**src/hw/morse_pkg.sv**
```systemverilog
/*
 * Morse LCD shared definitions
 * Symbol and state enums, LCD commands, code table and banner text
 */
`default_nettype none

package morse_pkg;

    // Symbol from keyer to decoder
    typedef enum logic [1:0] {
        SYM_DOT,
        SYM_DASH,
        SYM_END
    } sym_t;

    typedef logic [7:0] char_t;

    localparam int MAX_SYMBOLS = 5;

    // Symbol count and pattern, first symbol in the top used bit, dash is 1
    typedef logic [2:0] code_len_t;
    typedef logic [4:0] code_bits_t;

    localparam char_t CHAR_SPACE   = 8'h20;
    localparam char_t CHAR_UNKNOWN = 8'h3F;

    // ------------------------------------------------------------------
    // HD44780 interface
    // ------------------------------------------------------------------
    localparam int LCD_COLS = 16;

    typedef enum logic [3:0] {
        RESET1,
        RESET2,
        RESET3,
        FUNC_SET,
        DISPLAY_OFF,
        DISPLAY_CLEAR,
        DISPLAY_ON,
        MODE_SET,
        PRINT_CHAR,
        LINE2,
        RETURN_HOME,
        DROP_E,
        HOLD
    } lcd_state_t;

    // 8-bit bus, 2 lines, 5x8 font
    localparam char_t CMD_FUNC_SET    = 8'h38;
    localparam char_t CMD_DISPLAY_OFF = 8'h08;
    localparam char_t CMD_CLEAR       = 8'h01;
    // Display on, cursor off
    localparam char_t CMD_DISPLAY_ON  = 8'h0C;
    // Auto increment, no shift
    localparam char_t CMD_ENTRY_MODE  = 8'h06;
    localparam char_t CMD_LINE1       = 8'h80;
    localparam char_t CMD_LINE2       = 8'hC0;

    // Fixed second line, leftmost character in the top byte
    localparam logic [LCD_COLS*8-1:0] BANNER = "MORSE DECODER   ";

    // International code table, unknown patterns give '?'
    function automatic char_t morse_to_ascii(input code_len_t len, input code_bits_t bits);
        case ({len, bits})
            {3'd1, 5'b00000}: return "E";
            {3'd1, 5'b00001}: return "T";
            {3'd2, 5'b00000}: return "I";
            {3'd2, 5'b00001}: return "A";
            {3'd2, 5'b00010}: return "N";
            {3'd2, 5'b00011}: return "M";
            {3'd3, 5'b00000}: return "S";
            {3'd3, 5'b00001}: return "U";
            {3'd3, 5'b00010}: return "R";
            {3'd3, 5'b00011}: return "W";
            {3'd3, 5'b00100}: return "D";
            {3'd3, 5'b00101}: return "K";
            {3'd3, 5'b00110}: return "G";
            {3'd3, 5'b00111}: return "O";
            {3'd4, 5'b00000}: return "H";
            {3'd4, 5'b00001}: return "V";
            {3'd4, 5'b00010}: return "F";
            {3'd4, 5'b00100}: return "L";
            {3'd4, 5'b00110}: return "P";
            {3'd4, 5'b00111}: return "J";
            {3'd4, 5'b01000}: return "B";
            {3'd4, 5'b01001}: return "X";
            {3'd4, 5'b01010}: return "C";
            {3'd4, 5'b01011}: return "Y";
            {3'd4, 5'b01100}: return "Z";
            {3'd4, 5'b01101}: return "Q";
            {3'd5, 5'b01111}: return "1";
            {3'd5, 5'b00111}: return "2";
            {3'd5, 5'b00011}: return "3";
            {3'd5, 5'b00001}: return "4";
            {3'd5, 5'b00000}: return "5";
            {3'd5, 5'b10000}: return "6";
            {3'd5, 5'b11000}: return "7";
            {3'd5, 5'b11100}: return "8";
            {3'd5, 5'b11110}: return "9";
            {3'd5, 5'b11111}: return "0";
            default:          return CHAR_UNKNOWN;
        endcase
    endfunction

endpackage

`default_nettype wire

```
**src/hw/morse_keyer.sv**
```systemverilog
/*
 * Morse keyer
 * Times the key in units and reports dots, dashes and letter ends
 */
`default_nettype none

module morse_keyer #(
    parameter int UNIT_CYCLES      = 40,
    parameter int DASH_UNITS       = 3,
    parameter int LETTER_GAP_UNITS = 3
) (
    input  wire logic            CLK_400HZ,
    input  wire logic            iRST_N,
    input  wire logic            key_down,
    output logic                 sym_valid,
    output morse_pkg::sym_t      sym
);

    localparam int DIV_W = (UNIT_CYCLES > 1) ? $clog2(UNIT_CYCLES) : 1;
    localparam int CNT_W = 8;

    logic [1:0]       key_sync;
    logic             key_s;
    logic [DIV_W-1:0] div_cnt;
    logic             unit_tick;
    logic [CNT_W-1:0] press_cnt;
    logic [CNT_W-1:0] gap_cnt;
    logic [CNT_W-1:0] gap_next;
    logic             letter_pending;

    assign key_s     = key_sync[1];
    assign unit_tick = (div_cnt == DIV_W'(UNIT_CYCLES - 1));
    // Gap length saturates during long idle periods
    assign gap_next  = (gap_cnt == '1) ? gap_cnt : gap_cnt + 1'b1;

    always_ff @(posedge CLK_400HZ or negedge iRST_N) begin
        if (!iRST_N) begin
            key_sync <= '0;
            div_cnt  <= '0;
        end else begin
            key_sync <= {key_sync[0], key_down};
            div_cnt  <= unit_tick ? '0 : div_cnt + 1'b1;
        end
    end

    // ------------------------------------------------------------------
    // Press and gap measurement, sampled once per unit
    // ------------------------------------------------------------------
    always_ff @(posedge CLK_400HZ or negedge iRST_N) begin
        if (!iRST_N) begin
            press_cnt      <= '0;
            gap_cnt        <= '0;
            letter_pending <= 1'b0;
            sym_valid      <= 1'b0;
        end else begin
            sym_valid <= 1'b0;
            if (unit_tick) begin
                if (key_s) begin
                    if (press_cnt != '1) begin
                        press_cnt <= press_cnt + 1'b1;
                    end
                    gap_cnt <= '0;
                end else begin
                    gap_cnt <= gap_next;
                    if (press_cnt != '0) begin
                        // First silent unit closes the press
                        sym_valid      <= 1'b1;
                        press_cnt      <= '0;
                        letter_pending <= 1'b1;
                    end else if (letter_pending && gap_next >= CNT_W'(LETTER_GAP_UNITS)) begin
                        sym_valid      <= 1'b1;
                        letter_pending <= 1'b0;
                    end
                end
            end
        end
    end

    always_ff @(posedge CLK_400HZ) begin
        if (unit_tick && !key_s) begin
            if (press_cnt != '0) begin
                sym <= (press_cnt >= CNT_W'(DASH_UNITS)) ? morse_pkg::SYM_DASH
                                                         : morse_pkg::SYM_DOT;
            end else begin
                sym <= morse_pkg::SYM_END;
            end
        end
    end

endmodule

`default_nettype wire

```
**src/hw/morse_tree_decoder.sv**
```systemverilog
/*
 * Morse tree decoder
 * Collects the symbols of one letter and emits its ASCII code
 */
`default_nettype none

module morse_tree_decoder (
    input  wire logic              CLK_400HZ,
    input  wire logic              iRST_N,
    input  wire logic              sym_valid,
    input  wire morse_pkg::sym_t   sym,
    output logic                   char_valid,
    output morse_pkg::char_t       char
);

    // Position in the code tree: depth plus the path taken,
    // one bit per level, dash going right
    morse_pkg::code_len_t  code_len;
    morse_pkg::code_bits_t code_bits;
    logic                  code_bad;
    logic                  at_max_depth;
    logic                  is_dash;

    assign at_max_depth = (code_len == morse_pkg::code_len_t'(morse_pkg::MAX_SYMBOLS));
    assign is_dash      = (sym == morse_pkg::SYM_DASH);

    // ------------------------------------------------------------------
    // Tree walk
    // ------------------------------------------------------------------
    always_ff @(posedge CLK_400HZ or negedge iRST_N) begin
        if (!iRST_N) begin
            code_len   <= '0;
            code_bits  <= '0;
            code_bad   <= 1'b0;
            char_valid <= 1'b0;
        end else begin
            char_valid <= 1'b0;
            if (sym_valid) begin
                case (sym)
                    morse_pkg::SYM_DOT, morse_pkg::SYM_DASH: begin
                        if (at_max_depth) begin
                            // Deeper than any table entry
                            code_bad <= 1'b1;
                        end else begin
                            code_len  <= code_len + 1'b1;
                            code_bits <= {code_bits[morse_pkg::MAX_SYMBOLS-2:0], is_dash};
                        end
                    end
                    morse_pkg::SYM_END: begin
                        char_valid <= 1'b1;
                        // Back to the tree root for the next letter
                        code_len   <= '0;
                        code_bits  <= '0;
                        code_bad   <= 1'b0;
                    end
                    default: begin
                        code_bad <= 1'b1;
                    end
                endcase
            end
        end
    end

    // Character lookup at the end of the letter
    always_ff @(posedge CLK_400HZ) begin
        if (sym_valid && sym == morse_pkg::SYM_END) begin
            if (code_bad) begin
                char <= morse_pkg::CHAR_UNKNOWN;
            end else begin
                char <= morse_pkg::morse_to_ascii(code_len, code_bits);
            end
        end
    end

endmodule

`default_nettype wire

```
**src/hw/display_buffer.sv**
```systemverilog
/*
 * Display buffer
 * Shifting history of decoded characters plus the fixed banner line
 */
`default_nettype none

module display_buffer (
    input  wire logic              CLK_400HZ,
    input  wire logic              iRST_N,
    input  wire logic              clear,
    input  wire logic              char_valid,
    input  wire morse_pkg::char_t  char,
    input  wire logic [4:0]        char_index,
    output morse_pkg::char_t       char_data
);

    // Cell 0 is the leftmost column, newest character in the last cell
    morse_pkg::char_t hist [morse_pkg::LCD_COLS];

    always_ff @(posedge CLK_400HZ or negedge iRST_N) begin
        if (!iRST_N) begin
            for (int i = 0; i < morse_pkg::LCD_COLS; i++) begin
                hist[i] <= morse_pkg::CHAR_SPACE;
            end
        end else if (clear) begin
            for (int i = 0; i < morse_pkg::LCD_COLS; i++) begin
                hist[i] <= morse_pkg::CHAR_SPACE;
            end
        end else if (char_valid) begin
            for (int i = 0; i < morse_pkg::LCD_COLS - 1; i++) begin
                hist[i] <= hist[i+1];
            end
            hist[morse_pkg::LCD_COLS-1] <= char;
        end
    end

    // ------------------------------------------------------------------
    // Read port for the LCD driver
    // ------------------------------------------------------------------
    always_comb begin
        if (char_index[4]) begin
            // Line 2, banner stored with column 0 in the top byte
            char_data = morse_pkg::BANNER[{~char_index[3:0], 3'b000} +: 8];
        end else begin
            char_data = hist[char_index[3:0]];
        end
    end

endmodule

`default_nettype wire

```
**src/hw/hd44780_driver.sv**
```systemverilog
/*
 * HD44780 write-only driver
 * Runs the init command sequence, then refreshes both lines forever
 */
`default_nettype none

module hd44780_driver (
    input  wire logic              CLK_400HZ,
    input  wire logic              iRST_N,
    output logic [4:0]             char_index,
    input  wire morse_pkg::char_t  char_data,
    output logic                   lcd_rs,
    output logic                   lcd_e,
    output morse_pkg::char_t       lcd_data
);

    morse_pkg::lcd_state_t state;
    // State to enter once the current write has finished
    morse_pkg::lcd_state_t next_cmd;

    always_ff @(posedge CLK_400HZ or negedge iRST_N) begin
        if (!iRST_N) begin
            state      <= morse_pkg::RESET1;
            next_cmd   <= morse_pkg::RESET1;
            char_index <= '0;
            lcd_rs     <= 1'b0;
            lcd_e      <= 1'b0;
            lcd_data   <= '0;
        end else begin
            case (state)
                // ----------------------------------------------------------
                // Tail of every write: E falls, then bus held one cycle
                // ----------------------------------------------------------
                morse_pkg::DROP_E: begin
                    lcd_e <= 1'b0;
                    state <= morse_pkg::HOLD;
                end
                morse_pkg::HOLD: begin
                    state <= next_cmd;
                end

                // ----------------------------------------------------------
                // Any other state starts a write with E high
                // ----------------------------------------------------------
                default: begin
                    lcd_e  <= 1'b1;
                    lcd_rs <= 1'b0;
                    state  <= morse_pkg::DROP_E;
                    case (state)
                        morse_pkg::RESET1: begin
                            lcd_data   <= morse_pkg::CMD_FUNC_SET;
                            next_cmd   <= morse_pkg::RESET2;
                            char_index <= '0;
                        end
                        morse_pkg::RESET2: begin
                            lcd_data <= morse_pkg::CMD_FUNC_SET;
                            next_cmd <= morse_pkg::RESET3;
                        end
                        // Repeated function sets make a warm reset reliable
                        morse_pkg::RESET3: begin
                            lcd_data <= morse_pkg::CMD_FUNC_SET;
                            next_cmd <= morse_pkg::FUNC_SET;
                        end
                        morse_pkg::FUNC_SET: begin
                            lcd_data <= morse_pkg::CMD_FUNC_SET;
                            next_cmd <= morse_pkg::DISPLAY_OFF;
                        end
                        morse_pkg::DISPLAY_OFF: begin
                            lcd_data <= morse_pkg::CMD_DISPLAY_OFF;
                            next_cmd <= morse_pkg::DISPLAY_CLEAR;
                        end
                        morse_pkg::DISPLAY_CLEAR: begin
                            lcd_data <= morse_pkg::CMD_CLEAR;
                            next_cmd <= morse_pkg::DISPLAY_ON;
                        end
                        morse_pkg::DISPLAY_ON: begin
                            lcd_data <= morse_pkg::CMD_DISPLAY_ON;
                            next_cmd <= morse_pkg::MODE_SET;
                        end
                        morse_pkg::MODE_SET: begin
                            lcd_data <= morse_pkg::CMD_ENTRY_MODE;
                            next_cmd <= morse_pkg::RETURN_HOME;
                        end
                        morse_pkg::PRINT_CHAR: begin
                            lcd_rs     <= 1'b1;
                            lcd_data   <= char_data;
                            // Wraps from 31 back to column 0 of line 1
                            char_index <= char_index + 1'b1;
                            if (char_index == 5'd15) begin
                                next_cmd <= morse_pkg::LINE2;
                            end else if (char_index == 5'd31) begin
                                next_cmd <= morse_pkg::RETURN_HOME;
                            end else begin
                                next_cmd <= morse_pkg::PRINT_CHAR;
                            end
                        end
                        morse_pkg::LINE2: begin
                            lcd_data <= morse_pkg::CMD_LINE2;
                            next_cmd <= morse_pkg::PRINT_CHAR;
                        end
                        default: begin
                            // RETURN_HOME, start of a refresh pass
                            lcd_data <= morse_pkg::CMD_LINE1;
                            next_cmd <= morse_pkg::PRINT_CHAR;
                        end
                    endcase
                end
            endcase
        end
    end

endmodule

`default_nettype wire

```
**src/hw/morse_lcd_top.sv**
```systemverilog
/*
 * Morse to LCD top level
 * Keyer, decoder, history buffer and LCD driver
 */
`default_nettype none

module morse_lcd_top #(
    parameter int UNIT_CYCLES      = 40,
    parameter int DASH_UNITS       = 3,
    parameter int LETTER_GAP_UNITS = 3
) (
    input  wire logic         CLK_400HZ,
    input  wire logic         iRST_N,
    input  wire logic         key_down,
    input  wire logic         clear,
    output logic              lcd_rs,
    output logic              lcd_e,
    output morse_pkg::char_t  lcd_data
);

    logic             sym_valid;
    morse_pkg::sym_t  sym;
    logic             char_valid;
    morse_pkg::char_t char;
    logic [4:0]       char_index;
    morse_pkg::char_t char_data;

    morse_keyer #(
        .UNIT_CYCLES      (UNIT_CYCLES),
        .DASH_UNITS       (DASH_UNITS),
        .LETTER_GAP_UNITS (LETTER_GAP_UNITS)
    ) u_morse_keyer (
        .CLK_400HZ (CLK_400HZ),
        .iRST_N    (iRST_N),
        .key_down  (key_down),
        .sym_valid (sym_valid),
        .sym       (sym)
    );

    morse_tree_decoder u_morse_tree_decoder (
        .CLK_400HZ  (CLK_400HZ),
        .iRST_N     (iRST_N),
        .sym_valid  (sym_valid),
        .sym        (sym),
        .char_valid (char_valid),
        .char       (char)
    );

    display_buffer u_display_buffer (
        .CLK_400HZ  (CLK_400HZ),
        .iRST_N     (iRST_N),
        .clear      (clear),
        .char_valid (char_valid),
        .char       (char),
        .char_index (char_index),
        .char_data  (char_data)
    );

    hd44780_driver u_hd44780_driver (
        .CLK_400HZ  (CLK_400HZ),
        .iRST_N     (iRST_N),
        .char_index (char_index),
        .char_data  (char_data),
        .lcd_rs     (lcd_rs),
        .lcd_e      (lcd_e),
        .lcd_data   (lcd_data)
    );

endmodule

`default_nettype wire

```
**config.mk**
```make
export PLATFORM = sky130hd
export DESIGN_NAME = morse_lcd_top
export DESIGN_NICKNAME = d
export VERILOG_FILES = /design/src/hw/morse_pkg.sv /design/src/hw/morse_keyer.sv /design/src/hw/morse_tree_decoder.sv /design/src/hw/display_buffer.sv /design/src/hw/hd44780_driver.sv /design/src/hw/morse_lcd_top.sv
export SDC_FILE = /design/constraint.sdc
export NUM_CORES = 1
export LEC_CHECK = 0
export BUFFER_PORTS_ARGS = -buffer_cell sky130_fd_sc_hd__buf_4
export CORE_UTILIZATION = 55
export CTS_CLUSTER_DIAMETER = 80
export DETAILED_ROUTE_END_ITERATION = 12
export PLACE_DENSITY = 0.82
export SLEW_MARGIN = 20
export SYNTH_ARGS = -nofsm -noshare
export SYNTH_HDL_FRONTEND = slang
export SYNTH_HIERARCHICAL = 1
export SYNTH_SLANG_ARGS = --single-unit
```
**constraint.sdc**
```tcl
create_clock -name CLK_400HZ -period 5.6 [get_ports CLK_400HZ]
set_clock_uncertainty 0.2 [all_clocks]
set_input_delay 1.12 -clock CLK_400HZ [delete_from_list [all_inputs] [get_ports CLK_400HZ]]
set_output_delay 1.12 -clock CLK_400HZ [all_outputs]
set_load 0.1 [all_outputs]
```
; After elaboration in Yosys (flattened, before gate mapping)
; Cells that the tools add are included.
; W data, S select, Z words.
[classes]
n_reduce_logical = 20
order_cmp = 3
n_addsub = 5
mux = 36
shifts = 1
eq_ne = 58
bitwise = 4
[op_table]
columns = operator, n
row1 = $mux W128, 2
row2 = $pmux W7 S36, 1
row3 = $eq A8 B8 Y1 const B, 23
row4 = $shiftx A128 B8 Y8 const A, 1
row5 = $eq A8 B7 Y1 const B, 12
row6 = $mux W8, 8
row7 = $pmux W8 S7, 1
row8 = $pmux W4 S9, 1
row9 = $bmux W8 S4, 1
row10 = $pmux W5 S2, 2
row11 = $add A8 B1 Y8 const B, 2
row12 = $eq A4 B3 Y1 const B, 4
row13 = $eq A4 B4 Y1 const B, 4
row14 = $eq A8 B6 Y1 const B, 2
row15 = $ge A8 B2 Y1 const B, 2
row16 = $mux W1, 11
row17 = $reduce_bool A2 Y1, 5
row18 = $reduce_and A3 Y1, 3
row19 = $eq A4 B2 Y1 const B, 2
row20 = $ne A8 B8 Y1 const B, 1
row21 = $pmux W4 S2, 1
row22 = $reduce_bool A8 Y1, 1
row23 = $add A6 B1 Y6 const B, 1
row24 = $eq A6 B6 Y1 const B, 1
row25 = 28 further kinds, 35
[word_totals]
reg_bits = 197
wordCells = 161

; Longest topological paths before layout
[logic_depth]
depth_word = 8
depth_mapped = 11
depth_no_buf = 8

; Modules after synthesis
; The synthesis kept the hierarchy.
[modules_own_cells]
columns = mod, n_inst, cells_each, seq_area_each_um2, area_per_inst_um2
row1 = display_buffer, 1, 526, 3223.1, 6374.9
row2 = morse_keyer, 1, 164, 710.7, 1532.7
row3 = morse_tree_decoder, 1, 168, 460.4, 1371.3
row4 = hd44780_driver, 1, 129, 575.6, 1198.6

; Worst setup path before layout
; No wires, ideal clock.
[synth_path]
path_kind = register to register
from = register u_hd44780_driver.char_index[0]
to = register u_hd44780_driver.lcd_data[2]
path_slack_ps = 3120
synth_period_minus_slack_ps = 2480
required_time_ps = 5317
t_arrival_ps = 2197
stages_incl_launch_ff = 11
cell_sequence = dfrtp_1 buf_6 buf_6 buf_6 inv_1 ha_1 and2_1 o311a_1 a211oi_1 mux2i_1 o22ai_1
[synth_between]
elab_chain_len = 6
elab_cells_between_ends = 8
cone_classes = shift (1) / mux (5) / bitwise (2)
[synth_rtl]
columns = element, line_no
row1 = from (decl), hd44780_driver.sv:10  ; output logic [4:0] char_index,
row2 = from (signal assigned), hd44780_driver.sv:88  ; char_index <= char_index + 1'b1;
row3 = branches (longest 4 deep; another with $shiftx A128 B8 Y8), --
row4 = $mux W8 (*), display_buffer.sv:41  ; if (char_index[4]) begin
row5 = via char_data[2], morse_lcd_top.sv:26  ; morse_pkg::char_t char_data;
row6 = $pmux W8 S7 (*), hd44780_driver.sv:49  ; case (state)
row7 = to (signal assigned), hd44780_driver.sv:51  ; lcd_data <= morse_pkg::CMD_FUNC_SET;
row8 = to (signal assigned), hd44780_driver.sv:56  ; lcd_data <= morse_pkg::CMD_FUNC_SET;
row9 = to (signal assigned), hd44780_driver.sv:61  ; lcd_data <= morse_pkg::CMD_FUNC_SET;
row10 = to (decl), hd44780_driver.sv:14  ; output morse_pkg::char_t lcd_data
; Mark *: on every way through the listed nets, which the timed path passes. The select of a mux whose other input is x is not followed.
; A chain may end at the register's enable or synchronous reset.

; Worst setup path after layout
; Ends and elaborated chain as after synthesis.

==> metrics list <==
- The run finished with clean final reports.
- Max Fclk: about 330 MHz
* Data arrival, critical path: about 3200 ps
- Across every metal layer, demand over resource in global routing totals 0.228.
* Floorplan row count: 50
- DR vias/cell: around 6.2
- Final Cycle Share: 0.547
* CTS H-tree depth: 4
- Measured against the total synthesized area, the mux share comes to 0.190.
- In the final layout, the share of cells above drive strength 1 is 0.116.
- Counting distinct cell types in the post-synthesis netlist gives between 80 and 90.
* Number of enable flip-flop cells after synthesis: 9
- Detailed placement ended at an HPWL of between 10 and 15 mm.
- The later pin in the worst-skew pair is clocked with a latency of 430 ps.
- Total of cells resized after clock tree synthesis: 0
- Effective utilization at floorplan: 0.560
- The repair_antennas step left the layout with diodes totalling 0.
* Share of synthesized flip-flops with an asynchronous set or reset: 0.954
* Reg2Reg Setup Slack: approximately 2500 ps
* Routed len/inst: approximately 18 um
* Number of global-route vias before repair: 7372
- Prevailing post-synth register cell: sky130_fd_sc_hd__dfrtp_1
- Critical hold path startpoint: u_morse_keyer/key_sync[0]
- For this block, the initial DRC count from the detailed router was ~550.
- Placer Congestion: roughly 0.9
- Counting both buffers and inverters, the worst setup path holds a total of 2.
* Total of endpoints with negative setup slack in the final report: 0
* Critical R2R Launch: u_hd44780_driver/char_index[0]
- The total area inside the core boundary comes to ~0.019 mm2.
* Endpoint required time on the critical path: 5750 ps
- Cell-by-cell trace of the critical path: buf_4, inv_1, ha_1, and2_1, o311a_1, a211oi_1, mux2i_1, o22ai_1
- Of the total synthesized cell area, the portion taken by AND, OR, NAND and NOR gates is 0.161.
- Max-cap viol count: 0
- After synthesis the cells add up to between 0.01 and 0.015 mm2.
- Die boundary height: approximately 140 um
- Final WL: around 21 mm
- During placement, the flow inserted port buffers numbering 13.
* Setup Total Neg Slack: 0 ps
- Count of unresolved DRC violations after routing: 0
- The min-delay analysis places its worst path in the category flop to flop.
- Minimum setup slack in the final design: 2540 ps
- Cells on Worst Hold Path: 0
* Largest fanout on the critical path: 24
- Capture point of the worst reg-to-reg path: u_hd44780_driver/lcd_data[2]
- For this run, the slowest stage of the critical path takes 840 ps.
* Overflow left after global routing: 0
* Cells after DPL: 1169
- Category of the worst setup path launch point: flop
- Synthesis produced around 990 cells.
- The first global-routing pass estimated 36.2 mm of wire.
* Dominant combinational cell family by area after synthesis: multiplexers
- Counting flops and latches in the post-synthesis netlist gives between 150 and 200.
- The clock drives 196 sinks.
* Worst vdd ir: roughly 220 uV
- The final route contains between 7k and 8k vias.
- Max Buffers Root-to-Sink: 2
- After synthesis, the mean cell area works out to between 10 and 15 um2.
- 14 I/O pins were placed.
* Net count after synthesis: 1003
- The share of synthesized area in the top cell type comes to 0.408.
- Buffer count from post-CTS setup fixing: 0
- Slowest cell on crit path: sky130_fd_sc_hd__dfrtp_2
- CTS tree: yes
- Synthesis Warnings: 6
- The initial antenna violation count came to 0.
- Worst slew pin tran: roughly 1100 ps
* Period minus WS final: between 3000 and 4000 ps
* Pre-CTS worst setup slack: 2560 ps
* Critical Path Sink Type: flop
* Worst setup path class: flop to flop
* Top area cells in the synthesized netlist: sky130_fd_sc_hd__dfrtp_1 (41%), sky130_fd_sc_hd__mux2i_1 (13%), sky130_fd_sc_hd__nor2_1 (5.6%)
* Share of the yosys chip area belonging to registers: 0.474
- In this run the number of cells on the critical path is 8.
- Unrepaired setup endpoints after global routing: false
* Area fraction in compound gates after synthesis: 0.112
- Overall die area: around 0.02 mm2
- Hold-critical path endpoint: u_morse_keyer/key_sync[1]
- Post-layout power: 2720 uW
* CTS clock-pin slew for the worst setup and hold paths: 70 ps
* Worst slew slack as a fraction of its limit: 0.288
- Once layout is complete, the cells apart from fillers number 1201.
* Pleak: ~0.0044 uW
- 1st-pass router iterations: 5
* Root buffer cell: sky130_fd_sc_hd__clkbuf_16
* Worst Reg2Reg Path Length in Cells: 8
- In this run, CTS created clock tree buffers numbering 17.
* Cell Pwr Density: roughly 240 mW/mm2
- The number of failing hold endpoints at the final stage was 0.
- Of the total synthesized cell area, the portion taken by full adders, half adders and majority gates is 0.0143.
* Count of final max-slew check failures: 0
- Signed area change from the synthesized netlist to the final layout: 6.97%
- Kind of cell with the highest combined delay on the critical path: flip-flops
- The count of nets left with antenna violations once routing finished came out at 0.
- Of the total synthesized cell area, the portion taken by XOR and XNOR cells is 0.00585.
- In this run, post-CTS hold repair placed 0 buffers.
* Largest net degree at the start of global routing: around 120
- The largest total area in the synthesized netlist belongs to sky130_fd_sc_hd__dfrtp_1.
* Hold WS: 152 ps
- The die is 140 um wide.
- NumNets Final: 970
## cell usage in the layout (no fill, tap or decap), drive strengths merged, types with 6 or more instances in the layout
cell      count
nor2b        27
nand4        10
and2          7
a21oi        33
nor3         12
nor2        155
ha           12
o21ai        34
and3          8
nand2        46
a211o        18
mux4         27
inv          27
or3           6
dfrtp       171
nand3        22
edfxtp        9
mux2i       132
o221ai        6
clkinvlp      6
nand2b       12
clkbuf       18
o22ai        13
a31oi        13
dfstp        16
buf          20
## power by group
| part | switching (uW) | internal (uW) |
|---|---|---|
| logic | 42.7 | 5.75 |
| clock network | 539 | 705 |
| registers | 2.24 | 1430 |
| total | 584 | 2140 |
## metrics by stage
step,cell area (um2),utilization
4_1_cts,11200,0.599
3_5_place_dp,10600,0.567
3_3_place_gp,10600,0.567
2_1_floorplan,10500,-
6_report,11200,0.599
5_1_grt,11200,0.599
## cells by family (layout without fill, tap and decap cells)
logic type | after synthesis | count (layout)
adder cells (fa/ha/maj) | 12 | 12
buffers and inverters | 98 | 78
flip-flops | 196 | 196
other | 1 | 1
AO/OA/AOI/OAI | 172 | 172
XOR/XNOR | 7 | 7
multiplexers | 162 | 162
AND/OR/NAND/NOR | 339 | 339
## how the worst max path moves through the flow
stage	start	end	slack [ps]
after global placement	u_hd44780_driver/char_index[0]	u_hd44780_driver/lcd_data[3]	2630
after floorplan	u_hd44780_driver/char_index[0]	u_hd44780_driver/lcd_data[2]	3120
after global routing	u_hd44780_driver/char_index[0]	u_hd44780_driver/lcd_data[2]	2360
after detailed placement	u_hd44780_driver/char_index[0]	u_hd44780_driver/lcd_data[3]	2560
final	u_hd44780_driver/char_index[0]	u_hd44780_driver/lcd_data[2]	2540
after CTS	u_hd44780_driver/char_index[0]	u_hd44780_driver/lcd_data[2]	2520
## registers in the layout, summed over array words and instances, names as in the netlist
name / cells
u_hd44780_driver/lcd_e: 1
u_hd44780_driver/char_index: 5
u_hd44780_driver/lcd_rs: 1
u_hd44780_driver/next_cmd: 4
u_morse_keyer/letter_pending: 1
u_morse_keyer/sym_valid: 1
u_hd44780_driver/lcd_data: 8
u_hd44780_driver/state: 4
u_morse_keyer/div_cnt: 6
u_display_buffer/hist: 128
u_morse_keyer/press_cnt: 8
u_morse_tree_decoder/code_bits: 5
u_morse_tree_decoder/code_len: 3
u_morse_keyer/gap_cnt: 8
u_morse_tree_decoder/char_valid: 1
u_morse_tree_decoder/code_bad: 1
u_morse_keyer/sym: 2
u_morse_tree_decoder/char: 7
u_morse_keyer/key_sync: 2
## layer usage
layer / GRT usage / part of all wire / vias to the layer above
li1: - / - / 3490
met1: 0.313 / 0.45 / 3787
met2: 0.374 / 0.50 / 155
met3: 0.0407 / 0.037 / 24
met4: 0.0596 / 0.010 / 0
met5: 0 / 0 / -
## final cells by class
| type | instances | area, um2 |
|---|---|---|
| well taps | 234 | 293 |
| flip-flops and latches | 196 | 4970 |
| repair buffers | 21 | 176 |
| clock buffers | 17 | 425 |
| inverters | 25 | 93.8 |
| multi-input cells | 693 | 5060 |
| fillers | 1466 | 7500 |
| clock inverters | 15 | 181 |
## synth_stat cells, types with 10 or more instances
| library cell | instances |
|---|---|
| sky130_fd_sc_hd__nor3_1 | 11 |
| sky130_fd_sc_hd__dfstp_2 | 16 |
| sky130_fd_sc_hd__mux2i_1 | 132 |
| sky130_fd_sc_hd__clkbuf_1 | 39 |
| sky130_fd_sc_hd__a211o_1 | 18 |
| sky130_fd_sc_hd__buf_2 | 25 |
| sky130_fd_sc_hd__a31oi_1 | 12 |
| sky130_fd_sc_hd__nor2_1 | 155 |
| sky130_fd_sc_hd__ha_1 | 12 |
| sky130_fd_sc_hd__inv_1 | 25 |
| sky130_fd_sc_hd__o21ai_0 | 32 |
| sky130_fd_sc_hd__nand2b_1 | 12 |
| sky130_fd_sc_hd__o22ai_1 | 13 |
| sky130_fd_sc_hd__a21oi_1 | 33 |
| sky130_fd_sc_hd__nand4_1 | 10 |
| sky130_fd_sc_hd__nand2_1 | 45 |
| sky130_fd_sc_hd__mux4_2 | 21 |
| sky130_fd_sc_hd__nor2b_1 | 26 |
| sky130_fd_sc_hd__nand3_1 | 22 |
| sky130_fd_sc_hd__dfrtp_1 | 171 |
(Power assumes the default switching activity.)
